===== src/design/tv1_settings.svh =====
/*
 * Epoch TV-1 build constants
 * Frame geometry, render window, memory sizes and CPU wait lengths
 */
`ifndef TV1_SETTINGS_SVH
`define TV1_SETTINGS_SVH

// Frame size in pixel clocks
`define TV1_NUM_COLS 9'd260
`define TV1_NUM_ROWS 9'd263

// Render window, 208 x 232
`define TV1_FIRST_ROW_RENDER 9'd16
`define TV1_LAST_ROW_RENDER 9'd247
`define TV1_FIRST_COL_RENDER 9'd23
`define TV1_LAST_COL_RENDER 9'd230

// Sync ranges
`define TV1_FIRST_ROW_VSYNC 9'd257
`define TV1_LAST_ROW_VSYNC 9'd259
`define TV1_FIRST_COL_HSYNC 9'd240
`define TV1_LAST_COL_HSYNC 9'd259

// Memory sizes
`define TV1_BGM_WORDS 128
`define TV1_CHR_BYTES 1024

// WAITB low time in CP1 cycles
`define TV1_WAIT_RD_BGM 3'd3
`define TV1_WAIT_RD 3'd2
`define TV1_WAIT_WR 3'd1

`endif


===== src/design/tv1_pkg.sv =====
/*
 * Epoch TV-1 shared types
 * Video position, palette index, output color and CPU address region
 */
package tv1_pkg;

  typedef logic [8:0] video_pos_t;
  typedef logic [3:0] pixel_color_t;
  typedef logic [23:0] rgb_t;

  // CPU address map, $0000-$17FF
  typedef enum logic [2:0] {
    REGION_VRAM,
    REGION_BGM,
    REGION_OAM,
    REGION_REG,
    REGION_APU,
    REGION_NONE
  } cpu_region_t;

endpackage


===== src/design/tv1_color_gen.sv =====
/*
 * Epoch TV-1 color generator
 * Black border outside the render window, fixed RGB palette
 */
`timescale 1ns/1ps

module tv1_color_gen (
  input  logic                  CLK,
  input  logic                  CE,
  input  logic                  render_px,
  input  tv1_pkg::pixel_color_t bg_px,
  output tv1_pkg::rgb_t         RGB
);
  import tv1_pkg::*;

  logic         visible_q;
  pixel_color_t pd;

  always_ff @(posedge CLK) begin
    if (CE)
      visible_q <= render_px;
  end

  // Index 1 is black
  assign pd = visible_q ? bg_px : 4'd1;

  // Levels fall off as R+G+B grows, as on the RGB connector
  always_comb begin
    case (pd)
      4'd0:  RGB = {8'd0,   8'd0,   8'd160};
      4'd1:  RGB = {8'd0,   8'd0,   8'd0};
      4'd2:  RGB = {8'd0,   8'd0,   8'd245};
      4'd3:  RGB = {8'd160, 8'd0,   8'd235};
      4'd4:  RGB = {8'd0,   8'd245, 8'd0};
      4'd5:  RGB = {8'd150, 8'd235, 8'd150};
      4'd6:  RGB = {8'd0,   8'd235, 8'd235};
      4'd7:  RGB = {8'd0,   8'd160, 8'd0};
      4'd8:  RGB = {8'd245, 8'd0,   8'd0};
      4'd9:  RGB = {8'd235, 8'd160, 8'd0};
      4'd10: RGB = {8'd235, 8'd0,   8'd235};
      4'd11: RGB = {8'd235, 8'd150, 8'd150};
      4'd12: RGB = {8'd235, 8'd235, 8'd0};
      4'd13: RGB = {8'd160, 8'd160, 8'd0};
      4'd14: RGB = {8'd150, 8'd150, 8'd150};
      default: RGB = {8'd225, 8'd225, 8'd225};
    endcase
  end

endmodule


===== config.mk =====
export PLATFORM = sky130hd
export DESIGN_NAME = tv1_color_gen
export DESIGN_NICKNAME = d
export VERILOG_FILES = /design/src/design/tv1_settings.svh /design/src/design/tv1_pkg.sv /design/src/design/tv1_color_gen.sv
export SDC_FILE = /design/constraint.sdc
export NUM_CORES = 1
export LEC_CHECK = 0
export ABC_AREA = 1
export BUFFER_PORTS_ARGS = -buffer_cell sky130_fd_sc_hd__buf_4
export CAP_MARGIN = 20
export CORE_AREA = 2 2 39 41
export CTS_CLUSTER_DIAMETER = 80
export DETAILED_ROUTE_END_ITERATION = 6
export DIE_AREA = 0 0 41 43
export GPL_ROUTABILITY_DRIVEN = 0
export PLACE_DENSITY = 0.71
export SYNTH_ARGS = -nofsm -noshare
export SYNTH_HDL_FRONTEND = slang
export SYNTH_SLANG_ARGS = --single-unit

===== constraint.sdc =====
create_clock -name CLK -period 1.95 [get_ports CLK]
set_clock_uncertainty 0.05 [all_clocks]
set_input_delay 0.195 -clock CLK [delete_from_list [all_inputs] [get_ports CLK]]
set_output_delay 0.195 -clock CLK [all_outputs]
set_load 0.05 [all_outputs]

### Yosys cells after proc, flatten, opt, wreduce, memory -nomap -nowiden

Memory sizes are Yosys's and may differ from the RTL's.
Cells that the tools add are included.

* memories: 1
* bits in read-only memories: 384
* input port bits: 7
* bits in registers: 1
* bits in writable memories: 0
* bits in latches: 0
* logic and storage cells: 3
* output and inout bits: 24

* equal/unequal tests: 0
* magnitude comparators: 0
* divide/modulo/power cells: 0
* shifts and indexed selects: 0
* bitwise logic cells: 0
* reduce and logical (&&, ||, !) cells: 0
* muxes and demuxes: 1
* add/sub/neg operators: 0
* multipliers: 0

Memories
* (no name shown): words 16, bits a word 24, read ports 1, clocked after memory_dff 0, write ports 0, line tv1_color_gen.sv:29 `case (pd)`

Operator list (count)
* $mux 4: 1

### Logic depth before layout (Yosys ltp)

An unclocked memory read counts as a cell.

* word-level depth: 2
* mapped depth: 9
* gate-level depth less buffers: 8

### Worst setup path before layout

OpenSTA, ideal clock, no wires.

* kind: flip-flop to output port
* start: reg visible_q
* end: out RGB[14]
* required time: 1.705 ns
* setup slack: -0.744 ns
* stages on the path, launching flop included: 9
* buffers on the path: 2
* arrival time: 2.449 ns
* cell sequence: edfxtp_1 -> buf_6 -> nand2_1 -> inv_1 -> ha_1 -> nand2_1 -> nand2_1 -> a21oi_1 -> buf_4

* word-level cells in the longest chain between the ends: 2

RTL lines
* from (decl): line tv1_color_gen.sv:16 `logic visible_q;`
* from (signal assigned): line tv1_color_gen.sv:21 `visible_q <= render_px;`
* $mux 4: line tv1_color_gen.sv:25 `assign pd = visible_q ? bg_px : 4'd1;`
* $mem_v2 16x24
* to (decl): line tv1_color_gen.sv:12 `output tv1_pkg::rgb_t RGB`

No other way between the ends.

### Worst setup path in the final report

* start: reg visible_q
* end: out RGB[10]

The elaborated chain is that of the path after synthesis.

==> flow_metrics.tcl <==
set metrics [dict create \
    status "complete, no violations" \
    dieHeight_microns 43 \
    ant_nets 0 \
    yosys_warnings 0 \
    relSlewSlack 0.8574 \
    worst_slew_pin_slew_ns 0.2139 \
    grt_antenna_before_repair 0 \
    drt_iter0_markers 15 \
    drv_cap 0 \
    finalWirelength_microns 1415 \
    vdd_drop_max_v 0.0002374 \
    synth-seq-cells 1 \
    fin_crit_sh 0.8907 \
    grt.total_usage 0.1743 \
    netlist_instances 90 \
    path_cells "nand2_2 > inv_1 > ha_1 > nand2_2 > nand2_2 > nand2_2 > nand2_4 > buf_4" \
    post-cts-setup-buffers 0 \
    crit_path_end_kind "output pin" \
    fp-row-count 14 \
    max_freq_mhz 575.8 \
    firstDrtPassIters 5 \
    wl_per_cell_microns 10.97 \
    hold_violations 0 \
    grt_first_pass_wirelength_microns 2311 \
    port_buffers 30 \
    largest_register_ffs 1 \
    fin_nets 129 \
    yosysUniqueCellTypes 17 \
    largestRegisters "visible_q (1)" \
    cp.arrival_ns 1.49 \
    ctsHoldBuffers 0 \
    io_pins 31 \
    drive_above_1_share 0.4956 \
    layout_commonest_cell "buf_4" \
    setup_viol 0 \
    die_area_sq_um 1763 \
    grt_max_degree 13 \
    hp-class "input pin to flip-flop" \
    rsz0062_at_grt "false" \
    num_antenna_cells 0 \
    slew_viol_final 0 \
    cp.required_ns 1.70 \
    die_width_microns 41 \
    cp_slowest_stage_delay_ns 0.43 \
    grt_pass1_vias 550 \
    drc 0 \
    areaGrowthSynthToFinish_pct 50.00 \
    place_ws_ns 0.2102 \
    power_leakage_nw 0.4798 \
    cts_resized 0 \
    post-route-min-period_ns 1.737 \
    largest-register "visible_q" \
    dp_hpwl_microns 1166 \
    critPathMaxFanout 5 \
    core_area_sq_um 1384 \
    avgSynthCellArea_sq_um 5.922 \
    ys_seq_area_frac 0.05634 \
    crit_top_cell "nand2_2" \
    drt-vias-per-instance 5.023 \
    clk_pin_slew_ns 0 \
    hold_path_depth 1 \
    netlist_area_sq_um 533.0 \
    initial_utilization 0.3852 \
    nFillCells 142 \
    powerDensity_nw_per_um2 473.4 \
    routed-via-count 648 \
    tns_ns 0 \
    start_kind "flip-flop" \
    cp_slowest_cell "edfxtp_1" \
    grt-ovfl-total 0 \
    fin_ws_ns 0.2132 \
    layout_common_cells "buf_4 (31), nand2_1 (30), nand3_1 (9)" \
    crit_type "flip-flop to output pin" \
    synth_nets 104 \
]
[per-stage QoR]
| step | hold slack [ns] | total power, W | utilization | area (sq um) | instances |
|---|---|---|---|---|---|
| 2_1_floorplan | 0.2439 | 0.0003042 | - | 629.4 | 90 |
| 3_3_place_gp | 0.3237 | 0.0003763 | 0.5778 | 799.5 | 129 |
| 6_report | 0.3253 | 0.0003785 | 0.5778 | 799.5 | 129 |
| 3_5_place_dp | 0.3248 | 0.0003790 | 0.5778 | 799.5 | 129 |
| 5_1_grt | 0.3265 | 0.0004008 | 0.5778 | 799.5 | 129 |
| 4_1_cts | 0.3248 | 0.0003796 | 0.5778 | 799.5 | 129 |
[worst paths after layout]
| check | startpoint | end | slack (ns) |
|---|---|---|---|
| worst max-delay path | visible_q | RGB[10] | 0.21 |
| worst min-delay path | render_px | visible_q | 0.33 |
[Yosys cell counts (all sizes together)]
cell / n / area share
a21oi: 2 / 0.026
buf: 8 / 0.12
clkinv: 1 / 0.016
edfxtp: 1 / 0.056
ha: 7 / 0.16
inv: 9 / 0.063
nand2: 43 / 0.34
nand3: 13 / 0.15
nand4: 4 / 0.047
nor2: 1 / 0.0070
o21ai: 1 / 0.0094
[final cells by class]
cell class	count	area [sq um]	share of cell area
inverters	10	48.80	0.06103
multi-input cells	71	467.9	0.5853
flip-flops and latches	1	30.03	0.03756
well taps	16	20.02	0.02504
repair buffers	31	232.7	0.2911
[critical path, delay by kind of cell (launching register included)]
| family | cells | cell delay (ns) |
|---|---|---|
| flip-flops | 1 | 0.43 |
| buffers and inverters | 2 | 0.27 |
| adder cells (fa/ha/maj) | 1 | 0.26 |
| AND/OR/NAND/NOR | 5 | 0.52 |
[cells by family (layout without fill, tap and decap cells)]
| group | after synthesis | in the layout | synth area share |
|---|---|---|---|
| DFF | 1 | 1 | 0.05634 |
| adders and majority gates | 7 | 7 | 0.1643 |
| buffers and inverters | 18 | 41 | 0.1995 |
| AOI/OAI and AO/OA | 3 | 3 | 0.03520 |
| and+or+nand+nor | 61 | 61 | 0.5446 |
[per-layer routing]
layer  global-route usage  part of all wire
met1               0.2620              0.45
met2               0.2875              0.48
met3                    0             0.064
met4                    0           0.00071
met5                    0                 0
[report_power, final]
group	leakage (nW)	total, W	internal [W]	switching [W]
logic	0.470	0.000350	0.000101	0.000250
clock network	0	0	0	0
registers	0.00979	0.0000284	0.0000262	0.00000218
(Power assumes the default switching activity.)
