## src/design/tv1_settings.svh

```systemverilog
/*
 * Epoch TV-1 build constants
 * Frame geometry, render window, memory sizes and CPU wait lengths
 */
`ifndef TV1_SETTINGS_SVH
`define TV1_SETTINGS_SVH

// Frame size in pixel clocks
`define TV1_NUM_COLS 9'd260
`define TV1_NUM_ROWS 9'd263

// Render window, 208 x 232
`define TV1_FIRST_ROW_RENDER 9'd16
`define TV1_LAST_ROW_RENDER 9'd247
`define TV1_FIRST_COL_RENDER 9'd23
`define TV1_LAST_COL_RENDER 9'd230

// Sync ranges
`define TV1_FIRST_ROW_VSYNC 9'd257
`define TV1_LAST_ROW_VSYNC 9'd259
`define TV1_FIRST_COL_HSYNC 9'd240
`define TV1_LAST_COL_HSYNC 9'd259

// Memory sizes
`define TV1_BGM_WORDS 128
`define TV1_CHR_BYTES 1024

// WAITB low time in CP1 cycles
`define TV1_WAIT_RD_BGM 3'd3
`define TV1_WAIT_RD 3'd2
`define TV1_WAIT_WR 3'd1

`endif

```

## src/design/tv1_pkg.sv

```systemverilog
/*
 * Epoch TV-1 shared types
 * Video position, palette index, output color and CPU address region
 */
package tv1_pkg;

  typedef logic [8:0] video_pos_t;
  typedef logic [3:0] pixel_color_t;
  typedef logic [23:0] rgb_t;

  // CPU address map, $0000-$17FF
  typedef enum logic [2:0] {
    REGION_VRAM,
    REGION_BGM,
    REGION_OAM,
    REGION_REG,
    REGION_APU,
    REGION_NONE
  } cpu_region_t;

endpackage

```

## src/design/tv1_video_timing.sv

```systemverilog
/*
 * Epoch TV-1 video timing
 * Free-running row and column counter with render window and sync
 */
`timescale 1ns/1ps
`include "tv1_settings.svh"

module tv1_video_timing (
  input  logic                CLK,
  input  logic                cpu_wait_cnt_resetting,
  input  logic                CE,
  output tv1_pkg::video_pos_t row,
  output tv1_pkg::video_pos_t col,
  output logic                render_px,
  output logic                vsync_start,
  output logic                HS,
  output logic                VS,
  output logic                DE,
  output logic                VBL
);
  import tv1_pkg::*;

  video_pos_t row_next;
  video_pos_t col_next;
  logic       render_row;
  logic       render_col;

  // Wrap at end of line and end of frame
  always_comb begin
    row_next = row;
    col_next = col + 9'd1;
    if (col == `TV1_NUM_COLS - 9'd1) begin
      col_next = '0;
      if (row == `TV1_NUM_ROWS - 9'd1)
        row_next = '0;
      else
        row_next = row + 9'd1;
    end
  end

  always_ff @(posedge CLK) begin
    if (cpu_wait_cnt_resetting) begin
      row <= '0;
      col <= '0;
    end else if (CE) begin
      row <= row_next;
      col <= col_next;
    end
  end

  assign render_row = (row >= `TV1_FIRST_ROW_RENDER) && (row <= `TV1_LAST_ROW_RENDER);
  assign render_col = (col >= `TV1_FIRST_COL_RENDER) && (col <= `TV1_LAST_COL_RENDER);
  assign render_px = render_row && render_col;
  assign vsync_start = (row == `TV1_FIRST_ROW_VSYNC) && (col == '0);

  ////////////////////
  // Sync outputs, one pixel behind the counter
  always_ff @(posedge CLK) begin
    if (cpu_wait_cnt_resetting) begin
      HS <= 1'b0;
      VS <= 1'b0;
      DE <= 1'b0;
      VBL <= 1'b0;
    end else if (CE) begin
      HS <= (col >= `TV1_FIRST_COL_HSYNC) && (col <= `TV1_LAST_COL_HSYNC);
      VS <= (row >= `TV1_FIRST_ROW_VSYNC) && (row <= `TV1_LAST_ROW_VSYNC);
      DE <= render_px;
      VBL <= !render_row;
    end
  end

  col_in_range: assert property (@(posedge CLK) disable iff (cpu_wait_cnt_resetting)
    col < `TV1_NUM_COLS);

endmodule

```

## config.mk

```make
export PLATFORM = sky130hd
export DESIGN_NAME = tv1_video_timing
export DESIGN_NICKNAME = d
export VERILOG_FILES = /design/src/design/tv1_pkg.sv /design/src/design/tv1_video_timing.sv
export VERILOG_INCLUDE_DIRS = /design/src /design/src/design
export SDC_FILE = /design/constraint.sdc
export NUM_CORES = 1
export LEC_CHECK = 0
export BUFFER_PORTS_ARGS = -buffer_cell sky130_fd_sc_hd__buf_2
export CAP_MARGIN = 30
export CORE_MARGIN = 5
export CORE_UTILIZATION = 55
export CTS_CLUSTER_DIAMETER = 40
export DETAILED_ROUTE_END_ITERATION = 6
export HOLD_SLACK_MARGIN = 0.15
export PLACE_DENSITY = 0.87
export SLEW_MARGIN = 10
export SYNTH_ARGS = -nofsm -noshare
export SYNTH_HDL_FRONTEND = slang
export SYNTH_SLANG_ARGS = --single-unit
```

## constraint.sdc

```tcl
create_clock -name CLK -period 3.4 [get_ports CLK]
set_input_delay 0.34 -clock CLK [delete_from_list [all_inputs] [get_ports CLK]]
set_output_delay 0.34 -clock CLK [all_outputs]
set_load 0.01 [all_outputs]
```

# [After elaboration in Yosys (flattened, before gate mapping)]
# Cells that the tools add are included.
[word_totals] ff_bits=22 mem_bits_ro=0 latch_bits=0 mem_count=0 mem_bits_rw=0
[classes] n_shift=0 bitwise_logic=0 multipliers=0 muxes=2 div=0 n_eq_ne=3 add_sub_neg=2 order_cmp=8 reduce_logical=9
[op_table] op="== test 9 bit, second input constant" count=3
[op_table] op="adder 9 x 1 -> 9 bit, second input constant" count=2
[op_table] op=">= comparator 9 x 5 -> 1 bit, second input constant" count=2
[op_table] op="<= comparator 9 x 8 -> 1 bit, second input constant" count=2
[op_table] op="<= comparator 9 bit, second input constant" count=2
[op_table] op="2-to-1 mux 9 bit" count=2
[op_table] op=">= comparator 9 x 8 -> 1 bit, second input constant" count=1
[op_table] op=">= comparator 9 bit, second input constant" count=1
[op_table] op="zero test 9 bit" count=1
[op_table] op="logical AND 1 bit" count=6
[op_table] op="AND reduction 2 bit" count=1
[op_table] op="zero test 1 bit" count=1

# [Depth between registers and ports, before layout]
[depth] depth_word=3 mapped_depth=8 ltp_nobuf=6

# [Worst setup path after synthesis]
# No wires, ideal clock.
[synth_path] path_type="register to register" start="reg col[1]" end="reg row[6]" period_less_slack_ns=2.153 t_required_ns=3.333 arrival_ns=2.086 setup_ns=0.067 slack_ns=1.247 path_buffers=2 path_stages_with_launch=8 cell_sequence="dfxtp_1 -> ha_1 -> clkbuf_1 -> nand3_1 -> or3_4 -> buf_6 -> or4_4 -> a21oi_2"
[synth_via] elab_chain_cells=2
[synth_lines] element="from (decl)" line_no="tv1_video_timing.sv:13" source="output tv1_pkg::video_pos_t col,"
[synth_lines] element="from (signal assigned)" line_no="tv1_video_timing.sv:47" source="col <= col_next;"
[synth_lines] element="== test 9 bit" line_no="tv1_video_timing.sv:32" source="if (col == `TV1_NUM_COLS - 9'd1) begin"
[synth_lines] element="AND reduction 2 bit (no line)"
[synth_lines] element="to (signal assigned)" line_no="tv1_video_timing.sv:46" source="row <= row_next;"
[synth_lines] element="to (decl)" line_no="tv1_video_timing.sv:12" source="output tv1_pkg::video_pos_t row,"
# No other way between the ends.
# A chain may end at the register's enable or synchronous reset.

# [Worst setup path after layout]
[layout_path] start="reg row[1]" end="out render_px"
[layout_via] elab_chain_cells=3 elab_cells_between_ends=4 cone_classes="order compare (2); reduce/logical (2)"
[layout_lines] element=">= comparator 9 x 5 -> 1 bit (no line) or <= comparator 9 x 8 -> 1 bit (tied branches)"
[layout_lines] element="logical AND 1 bit *" line_no="tv1_video_timing.sv:51" source="assign render_row = (row >= `TV1_FIRST_ROW_RENDER) && (row <= `TV1_LAST_ROW_RENDER);"
[layout_lines] element="logical AND 1 bit *" line_no="tv1_video_timing.sv:53" source="assign render_px = render_row && render_col;"
[layout_lines] element="to (decl)" line_no="tv1_video_timing.sv:14" source="output logic render_px,"
# Mark *: on every way between the ends. The rest lies on a longest branch, timed or not.

==> summary.md <==
| Metric | Value |
|---|---|
| Status | complete, no violations |
| Peak supply drop | 0.260 mV |
| Post-route antenna net violation count | 0 |
| Die Height | 58.6 um |
| Crit path DAT | 1.92 ns |
| Layout cells sized above 1 | 19.5% |
| Setup bufs post-CTS | 0 |
| Crit path kind | register to output port |
| Slew Viols, Final | 0 |
| Share of the synthesized area in the top cell type | 33.9% |
| Via density | 5.84 |
| Critical path endpoint category | output port |
| Initial antenna violation count | 0 |
| Filler instances | 201 |
| Worst path cell trace | ha_1 > and4b_1 > o21ai_0 > nand2_1 > nor2_1 > buf_2 |
| Synth Cell Area | 1300 um^2 |
| Seq/Total Area, Yosys | 33.9% |
| Synth-to-Final Area Change | 9.16% |
| Startpoint Class | register |
| Routed WL | 2870 um |
| Clock Tree Root | clkbuf_4 |
| Syn Inst Count | 159 |
| DP Wirelength | 2130 um |
| Slew @ Worst Pin | 0.497 ns |
| Starting DRT DRC Count | 32 |
| Pre-CTS setup slack | 1.30 ns |
| Yosys warning total | 0 |
| Clock tree buffer depth | 2 |
| Worst Path Buf+Inv | 1 |
| Peak fanout along the critical path | 11 |
| Post-synth ARST share | 0% |
| TritonCTS buffer count | 3 |
| Global route total overflow | 0 |
| Number of H-tree levels | 1 |
| Maxcap violations | 0 |
| Clock Skew | 0.00590 ns |
| Unrepaired setup endpoints after global routing | no |
| Post-Synth Adder-Cell Area | 6.75% |
| FMAX | 442 MHz |
| Die area | 3430 um^2 |
| Pleak | 0.539 nW |
| # setup viols final | 0 |
| IO Port Bufs | 26 |
| PwrDens | 310 nW/um^2 |
| Setup ws final | 1.14 ns |
| Fin Setup TNS | 0 ns |
| Synth top cells by count | 22 x dfxtp_1, 20 x nor2_1, 11 x clkbuf_1 |
| Dominant synthesized flop cell | dfxtp_1 |
| Vias | 1179 |
| Area contributors post-synth | dfxtp_1 34%, ha_1 6.8%, xnor2_1 6.1% |
| Max_slew headroom | 66.8% |
| Number of synthesized flops with an enable pin | 0 |
| Post-CTS Hold Buffers | 0 |
| Clk_lat worst skew | 0.31 ns |
| Synth area leader | dfxtp_1 |
| Number of global-route vias before repair | 1030 |
| Simple-gate area share of the yosys netlist | 31.9% |
| I/O pin cnt | 27 |
| Drt first pass iters | 4 |
| Final min period | 2.26 ns |
| Core Rows | 17 |
| Req. time, crit path | 3.06 ns |
| Nets | 185 |
| Die X | 58.6 um |
| Largest family of logic cells by synthesized area | simple AND/OR/NAND/NOR gates |
| Syn_area_per_cell | 8.16 um^2 |
| Gpl congestion | 0.879 |
| CP peak stage delay | 0.57 ns |
| Synth Area in XOR/XNOR | 8.10% |
| Post-synthesis mux area share | 1.54% |
| Avg WL per Cell | 14.2 um |
| Cts repair resizes | 0 |
| Crit path max-delay family | flip-flops |
| Initial core utilization | 58.1% |
| Worst-path clk slew | 0.12 ns |
| Netlist cell types | 36 |
| Top-count cell post-synth | dfxtp_1 |
| Flops & latches, synth | 22 |
| CORE AREA | 2230 um^2 |
| CTS sink cnt | 22 |
| Drt drc | 0 |
| Hold Path Class | input pin to register |
| First-pass GRT wire length | 4570 um |
| Compound-Gate Fraction of Synth Area | 9.35% |
| Slowest CP cell | dfxtp_1 |
| # diodes | 0 |
| Hold Vio Cnt, Final | 0 |
| Largest net degree at the start of global routing | 18 |
| Mapped Nets | 169 |
| CTS tree | yes |
| Tot GR Track Use | 17.1% |
| Crit share post-route | 66.6% |
==> per-stage QoR <==
| step | hold slack [ns] | cell area [um^2] | util [%] | cells | power (mW) |
|---|---|---|---|---|---|
| 3_3_place_gp | 0.453 | 1380 | 61.8 | 198 | 0.300 |
| 6_report | 0.316 | 1420 | 63.4 | 202 | 0.440 |
| 3_5_place_dp | 0.469 | 1380 | 61.8 | 198 | 0.302 |
| 4_1_cts | 0.306 | 1420 | 63.4 | 202 | 0.444 |
| 2_1_floorplan | 0.490 | 1300 | - | 159 | 0.293 |
| 5_1_grt | 0.307 | 1420 | 63.4 | 202 | 0.461 |
==> cell families (layout without fill, tap and decap cells) <==
kind of cell / after synthesis / after routing
adder cells (fa/ha/maj): 7 / 7
buffers and inverters: 22 / 37
XOR/XNOR: 12 / 12
AND/OR/NAND/NOR: 75 / 75
flip-flops: 22 / 22
multiplexers: 2 / 2
AO/OA/AOI/OAI: 19 / 19
==> report_power, final <==
part / leakage (nW) / internal (mW) / switching [mW]
Combinational: 0.340 / 0.0111 / 0.0182
Sequential: 0.178 / 0.262 / 0.00528
Clock: 0.0210 / 0.0655 / 0.0780
==> worst paths after layout <==
check                                            to  cells after the start                    from  slack [ns]
worst max-delay path                      render_px                      6     row[1]$_SDFFE_PP0P_        1.14
worst min-delay path               VBL$_SDFFE_PP0P_                      2  cpu_wait_cnt_resetting        0.32
worst max register to register  row[6]$_SDFFE_PP0P_                      5     col[1]$_SDFFE_PP0P_        1.28
worst min register to register      DE$_SDFFE_PP0P_                      2         DE$_SDFFE_PP0P_        0.48
==> area by class of cell <==
| type | instances | area [um^2] | share of cell area (%) |
|---|---|---|---|
| multi-input combinational | 115 | 748 | 52.8 |
| sequential | 22 | 440 | 31.1 |
| inverter | 7 | 26.3 | 1.86 |
| tap | 28 | 35.0 | 2.47 |
| clock buffer | 4 | 36.3 | 2.56 |
| timing repair buffer | 26 | 130 | 9.19 |
==> routing by layer <==
layer  GRT usage [%]  wire [um]  vias up
li1                -          -      589
met1            21.2       1240      540
met2            27.9       1350       40
met3            3.73        194       10
met4            8.74         76        0
met5               0          0        -
==> registers in the layout, summed over array words and instances (netlist names) <==
register / cells
VS: 1
DE: 1
row: 9
col: 9
VBL: 1
HS: 1
==> cells in the final DEF, fill, tap and decap left out, types with 2 or more instances in the layout <==
| master | Yosys | final |
|---|---|---|
| a21oi_1 | 5 | 5 |
| a31oi_1 | 4 | 4 |
| buf_2 | 0 | 26 |
| clkbuf_4 | 0 | 3 |
| dfxtp_1 | 22 | 22 |
| ha_1 | 7 | 7 |
| inv_1 | 7 | 7 |
| mux2i_1 | 2 | 2 |
| nand2_1 | 8 | 8 |
| nand3_1 | 9 | 9 |
| nand4_1 | 8 | 8 |
| nand4b_1 | 2 | 2 |
| nor2_1 | 20 | 20 |
| nor3_1 | 8 | 8 |
| nor4_1 | 7 | 7 |
| o21ai_0 | 3 | 3 |
| o31ai_1 | 2 | 2 |
| or3_1 | 2 | 2 |
| or3_4 | 2 | 2 |
| xnor2_1 | 9 | 9 |
| xor2_1 | 3 | 3 |
Note: power is estimated with default switching activity, not from simulation.
