[src/design/tv1_settings.svh]
/*
 * Epoch TV-1 build constants
 * Frame geometry, render window, memory sizes and CPU wait lengths
 */
`ifndef TV1_SETTINGS_SVH
`define TV1_SETTINGS_SVH

// Frame size in pixel clocks
`define TV1_NUM_COLS 9'd260
`define TV1_NUM_ROWS 9'd263

// Render window, 208 x 232
`define TV1_FIRST_ROW_RENDER 9'd16
`define TV1_LAST_ROW_RENDER 9'd247
`define TV1_FIRST_COL_RENDER 9'd23
`define TV1_LAST_COL_RENDER 9'd230

// Sync ranges
`define TV1_FIRST_ROW_VSYNC 9'd257
`define TV1_LAST_ROW_VSYNC 9'd259
`define TV1_FIRST_COL_HSYNC 9'd240
`define TV1_LAST_COL_HSYNC 9'd259

// Memory sizes
`define TV1_BGM_WORDS 128
`define TV1_CHR_BYTES 1024

// WAITB low time in CP1 cycles
`define TV1_WAIT_RD_BGM 3'd3
`define TV1_WAIT_RD 3'd2
`define TV1_WAIT_WR 3'd1

`endif

[src/design/tv1_pkg.sv]
/*
 * Epoch TV-1 shared types
 * Video position, palette index, output color and CPU address region
 */
package tv1_pkg;

  typedef logic [8:0] video_pos_t;
  typedef logic [3:0] pixel_color_t;
  typedef logic [23:0] rgb_t;

  // CPU address map, $0000-$17FF
  typedef enum logic [2:0] {
    REGION_VRAM,
    REGION_BGM,
    REGION_OAM,
    REGION_REG,
    REGION_APU,
    REGION_NONE
  } cpu_region_t;

endpackage

[src/design/tv1_ctrl_regs.sv]
/*
 * Epoch TV-1 control registers ($1400-$1403)
 * CPU writes go to shadow copies, moved to the active set at vsync
 */
`timescale 1ns/1ps

module tv1_ctrl_regs (
  input  logic                  CLK,
  input  logic                  cpu_wait_cnt_resetting,
  input  logic                  CE,
  input  logic                  vsync_start,
  input  logic                  reg_wr,
  input  logic [1:0]            reg_sel,
  input  logic [7:0]            DB_I,
  output logic                  bm_ena,
  output logic                  bm_lores,
  output logic                  bm_invx,
  output logic                  bm_invy,
  output tv1_pkg::pixel_color_t bm_clr_bg,
  output tv1_pkg::pixel_color_t bm_clr_fg,
  output tv1_pkg::pixel_color_t ch_clr_bg,
  output tv1_pkg::pixel_color_t ch_clr_fg,
  output logic [3:0]            bm_xmax,
  output logic [3:0]            bm_ymax
);

  logic [7:0] shadow_q [4];
  logic [7:0] active_q [4];

  always_ff @(posedge CLK) begin
    if (cpu_wait_cnt_resetting) begin
      for (int i = 0; i < 4; i++) begin
        shadow_q[i] <= '0;
        active_q[i] <= '0;
      end
    end else begin
      if (reg_wr)
        shadow_q[reg_sel] <= DB_I;
      // New settings apply from the next frame
      if (CE && vsync_start)
        active_q <= shadow_q;
    end
  end

  // Reg 0 bits 2-5 are sprite controls, kept but unused
  assign bm_ena = active_q[0][0];
  assign bm_lores = active_q[0][1];
  assign bm_invx = active_q[0][6];
  assign bm_invy = active_q[0][7];
  assign bm_clr_bg = active_q[1][3:0];
  assign bm_clr_fg = active_q[1][7:4];
  // Character / bitmap window split
  assign bm_xmax = active_q[2][3:0];
  assign bm_ymax = active_q[2][7:4];
  assign ch_clr_bg = active_q[3][3:0];
  assign ch_clr_fg = active_q[3][7:4];

endmodule

[config.mk]
export PLATFORM = sky130hd
export DESIGN_NAME = tv1_ctrl_regs
export DESIGN_NICKNAME = d
export VERILOG_FILES = /design/src/design/tv1_settings.svh /design/src/design/tv1_pkg.sv /design/src/design/tv1_ctrl_regs.sv
export SDC_FILE = /design/constraint.sdc
export NUM_CORES = 1
export LEC_CHECK = 0
export BUFFER_PORTS_ARGS = -buffer_cell sky130_fd_sc_hd__buf_2
export CORE_ASPECT_RATIO = 2
export CORE_MARGIN = 1.5
export CORE_UTILIZATION = 58
export CTS_CLUSTER_SIZE = 40
export DETAILED_ROUTE_END_ITERATION = 8
export PLACE_DENSITY = 0.92
export RECOVER_POWER = 25
export SYNTH_ARGS = -nofsm -noshare
export SYNTH_HDL_FRONTEND = slang
export SYNTH_SLANG_ARGS = --single-unit
[constraint.sdc]
create_clock -name CLK -period 2 [get_ports CLK]
set_clock_uncertainty 0.1 [all_clocks]
set_input_delay 0.4 -clock CLK [delete_from_list [all_inputs] [get_ports CLK]]
set_output_delay 0.4 -clock CLK [all_outputs]
set_load 0.01 [all_outputs]
### Word level (Yosys, flattened, before mapping)

Cells that the tools add are included.

* input bits: 15
* output and inout bits: 28
* bits in registers: 64
* logic and storage cells: 16

* bitwise logic cells: 1
* order comparisons: 2
* multiplexer cells: 3
* reduce and logical (&&, ||, !) cells: 2

Operator list (number)
* bitwise mux 32 bit: 1
* demux 8 bit (select 2 bit): 1
* 2-to-1 mux 8 bit: 1
* greater-or-equal comparator 3 bit (second input constant): 1
* < comparator 3 x 1 -> 1 bit (second input constant): 1
* NOT 2 -> 3 bit: 1
* logical AND 1 bit: 2

### Longest topological paths before layout

Gate-level depths: netlist of the first run.

* depth in word-level cells: 6
* mapped depth: 4
* gate-level depth less buffers: 2

### Least setup slack after synthesis of the first run

Ideal clock, no wire load.

* path kind: input -> register
* start point: input port CE
* end point: register active_q (netlist bit bm_clr_bg[0])
* buffers on the path: 2
* required time: 1.768 ns
* arrival time: 1.049 ns
* library setup time: 0.132 ns
* slack: 0.718 ns
* stages on the path: 4
* cell sequence: buf_2 > buf_1 > a21bo_2 > a21oi_1

* cells in the longest elaborated chain, start to end: 1

RTL lines
* start: declaration: RTL line tv1_ctrl_regs.sv:10 `input logic CE,`
* logical AND 1 bit: RTL line tv1_ctrl_regs.sv:40 `if (CE && vsync_start)`
* end signal: assignment: RTL line tv1_ctrl_regs.sv:41 `active_q <= shadow_q;`
* end: declaration: RTL line tv1_ctrl_regs.sv:28 `logic [7:0] active_q [4];`

Every way passes these cells.
A chain may end at the register's enable or synchronous reset.

### Worst setup path after layout of the first run

* start point: input port vsync_start
* end point: register active_q (netlist bit bm_clr_fg[3])

* cells in the longest elaborated chain, start to end: 1

RTL lines
* start: declaration: RTL line tv1_ctrl_regs.sv:11 `input logic vsync_start,`
* logical AND 1 bit: RTL line tv1_ctrl_regs.sv:40

Every way passes these cells.

==> results_dict.tcl, run 1 <==
set metrics [dict create \
    syn_area_sq_um 2320 \
    cpMostUsedCell "clkbuf_1" \
    gr-usage-all-layers 0.228 \
    muxShareOfSynthArea 0.121 \
    rr_worst_depth 2 \
    antenna_left 0 \
    placed_cell_area_sq_um 2580 \
    rsz0062_at_grt "false" \
    synth_cell_types 12 \
    area_growth_pct 14.7 \
    tns_ps 0 \
    grt_pass1_vias 1638 \
    cts-resized-gates 0 \
    synthAdderAreaFrac 0 \
    crit_fanout 17 \
    yosys.area_share.simple 0.174 \
    path_delay_family "buffers and inverters" \
    core_area_sq_um 3840 \
    power_density_nw_per_um2 765 \
    yosys_warnings 0 \
    synth_top_family_by_area "compound AO/OA/AOI/OAI gates" \
    yosysSeqAreaShare 0.484 \
    status "complete, no violations" \
    antenna_cells 0 \
    fin_nets 280 \
    ir_drop_mv 0.588 \
    grt_pass1_wl_mm 7.35 \
    die_area_sq_um 4410 \
    drt-total-wl_mm 4.37 \
    cpMaxStageDelayCell "clkbuf_1" \
    p_leak_uw 0.00117 \
    drc 0 \
    via_count 1775 \
    die_w_um 47.7 \
    post-dp-hpwl_mm 3.04 \
    row_count 32 \
    min-delay-start "DB_I[7]" \
    clk_latency_ps 310 \
    cp-end-kind "register" \
    slew-limit-headroom 0.543 \
    yosysTopAreaCell "dfxtp_1" \
    hold_class "in2reg" \
    fillers 313 \
    synth_top_area_frac 0.484 \
    numPortBuffers 42 \
    r2r_start "bm_invx" \
    synth_xor_xnor_area_share 0 \
    drtIter0Drc 38 \
    cts_setup_buffers 0 \
    clk_pin_slew_ps 90 \
    timing.rr.end "bm_invx" \
    multi_input_area_sq_um 1100 \
    netlist_instances 231 \
    drive_gt1_frac 0.301 \
    cp_num_buf_inv 2 \
    regArea_sq_um 1120 \
    gr-total-overflow 0 \
    hold_end "shadow_q[15]" \
    cts_tree "yes" \
    via_per_inst 5.60 \
    cts_max_level 2 \
    firstDrtPassIters 4 \
    synth_compound_area_frac 0.181 \
    path_class "in2reg" \
    maxSlewViolCount 0 \
    gp_congestion 0.803 \
    cp_data_arrival_time_ps 1560 \
    fin_crit_sh 0.737 \
    cp.depth 4 \
    start_kind "input port" \
    cap_violations 0 \
    design_area_sq_um 2660 \
    root_buffer "clkbuf_8" \
    numCtsBuffers 5 \
    setup_viol 0 \
    worstPathRequired_ps 2090 \
    ff2ff_setup_slack_ps 1140 \
    pin_count 43 \
    final-hold-violation-count 0 \
    post_drt_wl_per_cell_um 13.8 \
    syn_avg_cell_area_sq_um 10.0 \
    worst_pin_slew_ps 685 \
    path_cells "clkbuf_1, clkbuf_1, a21bo_2, a21oi_1" \
    grt_antenna_before_repair 0 \
    synth_area_leaders "dfxtp_1 (48%), a21bo_2 (12%), mux2i_1 (12%), nand2b_1 (9.7%), nand3_1 (6.3%)" \
    cp_slowest_stage_delay_ps 570 \
    grt_max_degree 39 \
    ys_ff_latch 56 \
    cts_buffer_depth 2 \
    clock_sinks 56 \
    die_h_um 92.4 \
    initial_core_util 0.603 \
    hold_depth 3 \
    cts_hold_buf 0 \
    synth_nets 246 \
    finalWorstPathRequiredPeriod_ps 1470 \
    max_freq_ghz 0.679 \
]
[cell families (layout without fill, tap and decap cells)]
kind of cell / Yosys count / in the layout
flops: 56 / 56
compound gates: 56 / 56
buf+inv: 22 / 57
mux: 28 / 28
simple gates: 69 / 69
[metrics by stage]
step | worst slack, ps | hold slack (ps) | std cells | util | power [uW]
after floorplan | 718 | 344 | 231 | - | 1290
after global placement | 546 | 351 | 309 | 0.670 | 1340
after detailed placement | 489 | 355 | 309 | 0.670 | 1340
after CTS | 707 | 330 | 317 | 0.698 | 2050
after global routing | 421 | 354 | 317 | 0.692 | 2110
final | 527 | 334 | 317 | 0.692 | 2030
[cell usage after synthesis]
cell type	count
a21bo_2	28
nand3_1	29
or3b_1	1
nand3b_1	2
buf_2	9
and3b_1	1
dfxtp_1	56
a21oi_1	28
buf_1	3
nand2b_1	36
mux2i_1	28
clkbuf_1	10
[where the power goes]
| group | internal (uW) | switching [uW] | total (uW) |
|---|---|---|---|
| clock network | 372 | 350 | 722 |
| logic | 64.3 | 94.5 | 159 |
| registers | 1140 | 13.3 | 1150 |
| total | 1580 | 457 | 2030 |
[final cells by class]
cell class                 count  area share
tap                           51      0.0240
timing repair buffer          49      0.0988
multi-input combinational    153       0.415
clock buffer                   6      0.0273
clock inverter                 2      0.0132
sequential                    56       0.422
[layer usage]
metal | global-route usage | vias to the layer above | routed length, um
met3 | 0.0468 | 13 | 156
met4 | 0.117 | 0 | 157
met5 | 0 | - | 0
li1 | - | 862 | -
met2 | 0.363 | 53 | 2260
met1 | 0.273 | 847 | 1790
[registers in the layout (all words and copies together) (netlist names)]
register / cells
shadow_q: 28
bm_clr_bg: 4
bm_clr_fg: 4
bm_xmax: 4
bm_ymax: 4
ch_clr_bg: 4
ch_clr_fg: 4
bm_ena: 1
bm_invx: 1
bm_invy: 1
bm_lores: 1
[worst reg2reg max path, cell delays in order (launching register included)]
cell,delay [ps]
dfxtp_1,340
a21bo_2,220
a21oi_1,140
[worst max path at each step]
| stage | startpoint | endpoint | slack (ps) |
|---|---|---|---|
| floorplan | CE | bm_clr_bg[0] | 720 |
| global placement | cpu_wait_cnt_resetting | shadow_q[1] | 550 |
| detailed placement | cpu_wait_cnt_resetting | shadow_q[5] | 490 |
| CTS | ch_clr_bg[1] | ch_clr_bg[1] | 710 |
| global route | vsync_start | ch_clr_bg[3] | 420 |
| finish | vsync_start | bm_clr_fg[3] | 530 |
[cells in the final DEF (no fill, tap or decap)]
cell type / synthesis / final
bufinv_16: 0 / 1
nand2b_1: 36 / 36
or3b_1: 1 / 1
clkbuf_1: 10 / 5
nand3_1: 29 / 29
buf_2: 9 / 40
buf_4: 0 / 3
clkbuf_8: 0 / 5
a21bo_2: 28 / 28
and3b_1: 1 / 1
dfxtp_1: 56 / 56
nand3b_1: 2 / 2
clkinv_2: 0 / 1
a21oi_1: 28 / 28
mux2i_1: 28 / 28
buf_12: 0 / 1
clkbuf_2: 0 / 1
(Power assumes the default switching activity.)
==> run 2: changes to the inputs <==
--- a/config.mk
+++ b/config.mk
@@ -5,13 +5,14 @@
 export SDC_FILE = /design/constraint.sdc
 export NUM_CORES = 1
 export LEC_CHECK = 0
+export ABC_AREA = 1
 export BUFFER_PORTS_ARGS = -buffer_cell sky130_fd_sc_hd__buf_2
 export CORE_ASPECT_RATIO = 2
 export CORE_MARGIN = 1.5
-export CORE_UTILIZATION = 58
+export CORE_UTILIZATION = 48
 export CTS_CLUSTER_SIZE = 40
 export DETAILED_ROUTE_END_ITERATION = 8
-export PLACE_DENSITY = 0.92
+export PLACE_DENSITY = 0.83
 export RECOVER_POWER = 25
 export SYNTH_ARGS = -nofsm -noshare
 export SYNTH_HDL_FRONTEND = slang
==> constraint.sdc (replaced) <==
create_clock -name CLK -period 1.3 [get_ports CLK]
set_clock_uncertainty 0.1 [all_clocks]
set_input_delay 0.26 -clock CLK [delete_from_list [all_inputs] [get_ports CLK]]
set_output_delay 0.26 -clock CLK [all_outputs]
set_load 0.01 [all_outputs]
==> run 2 against run 1 <==
Global-route usage shrank 4.4 points. Core utilization shrank 12 points. Design area decreased by 6.7%. Routed wire length down 5.7%. Critical endpoint is now bm_ena. Largest power group unchanged. Highest routed layer unchanged.
==> results_dict.tcl, run 2 <==
set metrics [dict create \
    synth_area_leaders "dfxtp_1 (52%), nor2_1 (19%), nand2_1 (8.8%), o21ai_0 (5.8%), inv_1 (5.3%)" \
    ys.flop_type "dfxtp_1" \
    drive_gt1_frac 0.167 \
    async_flop_share 0 \
    cts_buffer_depth 2 \
    row_count 34 \
    post-dp-hpwl_mm 2.85 \
    cts-resized-gates 0 \
    rsz0062_at_grt "false" \
    area_growth_pct 14.0 \
    fillers 438 \
    tns_ps 0 \
    rr_worst_depth 2 \
    netlist_instances 304 \
    syn_avg_cell_area_sq_um 7.16 \
    grt_max_degree 57 \
    firstDrtPassIters 4 \
    hold_class "in2reg" \
    multi_input_area_sq_um 838 \
    hold_depth 3 \
    gr-usage-all-layers 0.184 \
    grt_antenna_before_repair 0 \
    cts_hold_buf 0 \
    synth_top_area_frac 0.515 \
    largest-register "shadow_q" \
    clk_latency_ps 310 \
    cap_violations 0 \
    die_h_um 98.2 \
    finalWorstPathRequiredPeriod_ps 1150 \
    yosys_warnings 0 \
    synth_cell_types 18 \
    numPortBuffers 42 \
    antenna_cells 0 \
    final-hold-violation-count 0 \
    cp_data_arrival_time_ps 790 \
    largest_register_ffs 28 \
    drt-total-wl_mm 4.12 \
    cpMaxStageDelayCell "dfxtp_1" \
    worstPathRequired_ps 940 \
    synth_edf_count 0 \
    via_count 1831 \
    path_delay_family "flip-flops" \
    final_common_cell "nor2_1" \
    gr-total-overflow 0 \
    syn_area_sq_um 2180 \
    regArea_sq_um 1120 \
    pin_count 43 \
    synth_nets 319 \
    cp_num_buf_inv 1 \
    drtIter0Drc 20 \
    cts_max_level 2 \
    path_cells "buf_2" \
    drc 0 \
    cp_slowest_stage_delay_ps 350 \
    root_buffer "clkbuf_8" \
    gp_congestion 0.777 \
    cp.depth 1 \
    fin_nets 355 \
    ys_ff_latch 56 \
    fin_crit_sh 0.887 \
    clk_pin_slew_ps 100 \
    core_area_sq_um 4340 \
    slew-limit-headroom 0.689 \
    status "complete, no violations" \
    yosysTopAreaCell "dfxtp_1" \
    grt_pass1_vias 1675 \
    numCtsBuffers 5 \
    synthMostInstantiatedCell "nor2_1" \
    die_area_sq_um 4970 \
    grt_pass1_wl_mm 7.16 \
    synth_common_cells "nor2_1 (108), dfxtp_1 (56), nand2_1 (51)" \
    die_w_um 50.6 \
    maxSlewViolCount 0 \
    worst_pin_slew_ps 465 \
    path_class "reg2out" \
    p_total_uw 3230 \
    setup_viol 0 \
    cp-end-kind "output port" \
    cts_setup_buffers 0 \
    cts_tree "yes" \
    final_cell_mix "nor2_1 (109), dfxtp_1 (56), nand2_1 (51), buf_2 (41), inv_1 (31)" \
    ir_drop_mv 1.01 \
    clock_sinks 56 \
    power_density_nw_per_um2 1300 \
    p_leak_uw 0.00127 \
    start_kind "register" \
    max_freq_ghz 0.867 \
    initial_core_util 0.501 \
    via_per_inst 4.64 \
    antenna_left 0 \
    yosysSeqAreaShare 0.515 \
    post_drt_wl_per_cell_um 10.4 \
    crit_fanout 2 \
]
-- run 2: changes by cell type after synthesis, moves of 3 or more --
cell	delta
nor2_1	+108
o21ai_0	+25
buf_6	+3
inv_1	+31
nand2b_1	-36
o21ai_1	+3
clkbuf_1	-8
nand3_1	-25
a21bo_2	-28
a21oi_1	-24
buf_1	-3
mux2i_1	-28
nand2_1	+51
-- run 2: layer usage --
metal | track usage | routed length, um | up-vias
li1 | - | - | 982
met1 | 0.210 | 1740 | 799
met2 | 0.323 | 2130 | 41
met3 | 0.0367 | 149 | 9
met4 | 0.0769 | 96 | 0
met5 | 0 | 0 | -
-- run 2: cell type report --
cell class / count / area share
Inverter: 32 / 0.0484
Clock buffer: 6 / 0.0333
Multi-Input combinational cell: 201 / 0.338
Tap cell: 54 / 0.0272
Sequential cell: 56 / 0.452
Clock inverter: 2 / 0.00555
Timing Repair Buffer: 44 / 0.0954
-- run 2: cells by family (layout without fill, tap and decap cells) --
logic type | count (synthesis) | in the layout | synth area share
compound gates | 32 | 32 | 0.0736
flops | 56 | 56 | 0.515
simple gates | 169 | 169 | 0.313
buf+inv | 47 | 84 | 0.0983
-- run 2: power breakdown --
| group | switching, uW | internal [uW] |
|---|---|---|
| logic | 237 | 143 |
| registers | 44.5 | 1810 |
| clock network | 552 | 437 |
| total | 834 | 2390 |
-- run 2: worst paths after layout --
path                start      endpoint  slack [ps]
max                bm_ena        bm_ena         150
max reg2reg  shadow_q[16]  bm_clr_bg[0]         480
min               DB_I[4]  shadow_q[12]         120
min reg2reg  ch_clr_bg[1]  ch_clr_bg[1]         380
-- run 2: per-stage QoR --
step	area [sq um]	util	setup WS (ps)	cells	hold WS, ps
after floorplan	2180	-	282	304	295
after global placement	2390	0.550	55.8	387	356
after detailed placement	2390	0.550	9.01	387	365
after CTS	2480	0.572	135	395	117
after global routing	2480	0.572	101	395	123
final	2480	0.572	147	395	118
==> run 3: changes to the inputs <==
--- a/config.mk
+++ b/config.mk
@@ -9,11 +9,12 @@
 export BUFFER_PORTS_ARGS = -buffer_cell sky130_fd_sc_hd__buf_2
 export CORE_ASPECT_RATIO = 2
 export CORE_MARGIN = 1.5
-export CORE_UTILIZATION = 48
+export CORE_UTILIZATION = 53
 export CTS_CLUSTER_SIZE = 40
 export DETAILED_ROUTE_END_ITERATION = 8
-export PLACE_DENSITY = 0.83
+export PLACE_DENSITY = 0.86
 export RECOVER_POWER = 25
+export SETUP_SLACK_MARGIN = 0.4
 export SYNTH_ARGS = -nofsm -noshare
 export SYNTH_HDL_FRONTEND = slang
 export SYNTH_SLANG_ARGS = --single-unit
==> constraint.sdc (replaced) <==
create_clock -name CLK -period 1.15 [get_ports CLK]
set_clock_uncertainty 0.1 [all_clocks]
set_input_delay 0.23 -clock CLK [delete_from_list [all_inputs] [get_ports CLK]]
set_output_delay 0.23 -clock CLK [all_outputs]
set_load 0.01 [all_outputs]
==> run 3 against run 2 <==
Design area grew 16%. Hold slack worse by 38 ps. Sequential cell count unchanged. Total power grew 19%. Critical endpoint is now bm_clr_bg[1]. Non-clock buffer count rose by 1. Routed wire length rose by 12%. Critical path depth unchanged. Clock-buffer cell count stayed put. Global-route usage rose by 1.5 points. Combinational power up 50%.
==> results_dict.tcl, run 3 (synthesis gave the netlist of run 2 again) <==
set metrics [dict create \
    cts_setup_buffers 0 \
    slew-limit-headroom 0.838 \
    cap_violations 0 \
    cp.depth 1 \
    via_count 1928 \
    cp-end-kind "output port" \
    grt_pass1_vias 1701 \
    antenna_cells 0 \
    cts_buffer_depth 2 \
    status "complete, no violations" \
    root_buffer "clkbuf_8" \
    largest_register_ffs 28 \
    cpMaxStageDelayCell "dfxtp_1" \
    grt_antenna_before_repair 0 \
    gr-usage-all-layers 0.199 \
    maxSlewViolCount 0 \
    fin_nets 359 \
    gr-total-overflow 0 \
    post_drt_wl_per_cell_um 11.6 \
    cp_data_arrival_time_ps 790 \
    p_leak_uw 0.00134 \
    cts_tree "yes" \
    die_area_sq_um 4520 \
    hold_class "in2reg" \
    cts_hold_buf 0 \
    worstPathRequired_ps 820 \
    drt-total-wl_mm 4.61 \
    final-hold-violation-count 0 \
    place_ws_ps -11.5 \
    antenna_left 0 \
    finish.utilization 0.738 \
    grt_max_degree 57 \
    drive_gt1_frac 0.371 \
    grt_pass1_wl_mm 7.11 \
    placed_cell_area_sq_um 2420 \
    final_common_cell "nor2_1" \
    setup_viol 0 \
    numPortBuffers 42 \
    post-dp-hpwl_mm 2.80 \
    hold_slack_ps 80.4 \
    drc 0 \
    crit_fanout 2 \
    die_w_um 48.3 \
    path_cells "buf_6" \
    cp_num_buf_inv 1 \
    fin_crit_sh 0.971 \
    row_count 32 \
    cp_slowest_stage_delay_ps 370 \
    path_class "reg2out" \
    finalWorstPathRequiredPeriod_ps 1120 \
    firstDrtPassIters 4 \
    largest-register "shadow_q" \
    power_density_nw_per_um2 1340 \
    hold_depth 3 \
    gp_congestion 0.746 \
    max_freq_ghz 0.895 \
    die_h_um 93.6 \
    core_area_sq_um 3880 \
    rr_worst_depth 4 \
    clock_sinks 56 \
    worst_pin_slew_ps 242 \
    via_per_inst 4.87 \
    numCtsBuffers 5 \
    path_delay_family "flip-flops" \
    cts_max_level 2 \
    tns_ps 0 \
    final_cell_mix "nor2_1 (108), nand2_1 (46), dfxtp_2 (43), buf_6 (30), inv_1 (22)" \
    initial_core_util 0.560 \
    area_growth_pct 31.8 \
    pin_count 43 \
    rsz0062_at_grt "true" \
    clk_pin_slew_ps 100 \
    setup_slack_ps 33.1 \
    clk_latency_ps 310 \
    drtIter0Drc 60 \
    start_kind "register" \
    ir_drop_mv 1.17 \
    design_area_sq_um 2870 \
]
[run 3: changes by cell type in the layout (fill, tap and decap cells not counted), moves of 5 or more]
cell / previous run / this run
o21ai_1: 3 / 14
o21ai_0: 25 / 10
buf_6: 0 / 30
buf_2: 41 / 11
inv_1: 31 / 22
nand2_1: 51 / 46
dfxtp_1: 56 / 13
dfxtp_2: 0 / 43
inv_2: 1 / 6
[run 3: metal layers]
layer | wire length [um] | global-route usage | part of all wire
met5 | 0 | 0 | 0
met4 | 134 | 0.102 | 0.029
met3 | 227 | 0.0335 | 0.049
met2 | 2540 | 0.377 | 0.55
met1 | 1710 | 0.203 | 0.37
[run 3: layout make-up]
type	instances	area [sq um]
flip-flops and latches	56	1170
fillers	313	1020
multi-input cells	204	966
repair buffers	45	423
inverters	32	143
clock buffers	6	82.6
well taps	51	63.8
clock inverters	2	15.0
[run 3: what timing repair did]
| item | CTS | global route |
|---|---|---|
| pin swaps | 0 | 9 |
| endpoints found under the setup margin | 62 | 69 |
| cloned | 1 | 2 |
| gates resized for setup | 64 | 55 |
[run 3: stage by stage]
step / total power (uW) / instances
3_5_place_dp: 2600 / 385
2_1_floorplan: 2480 / 304
3_3_place_gp: 2590 / 385
6_report: 3830 / 396
4_1_cts: 3800 / 394
5_1_grt: 3980 / 396
[run 3: power breakdown]
part	switching (uW)	internal (uW)
clock	633	489
sequential	71.7	2070
combinational	316	254
[run 3: worst paths after layout]
kind | start | end | slack (ps)
worst max-delay path | bm_clr_bg[1] | bm_clr_bg[1] | 30
worst min-delay path | DB_I[5] | shadow_q[5] | 80
worst max register to register | shadow_q[16] | shadow_q[16] | 360
worst min register to register | bm_xmax[3] | bm_xmax[3] | 390
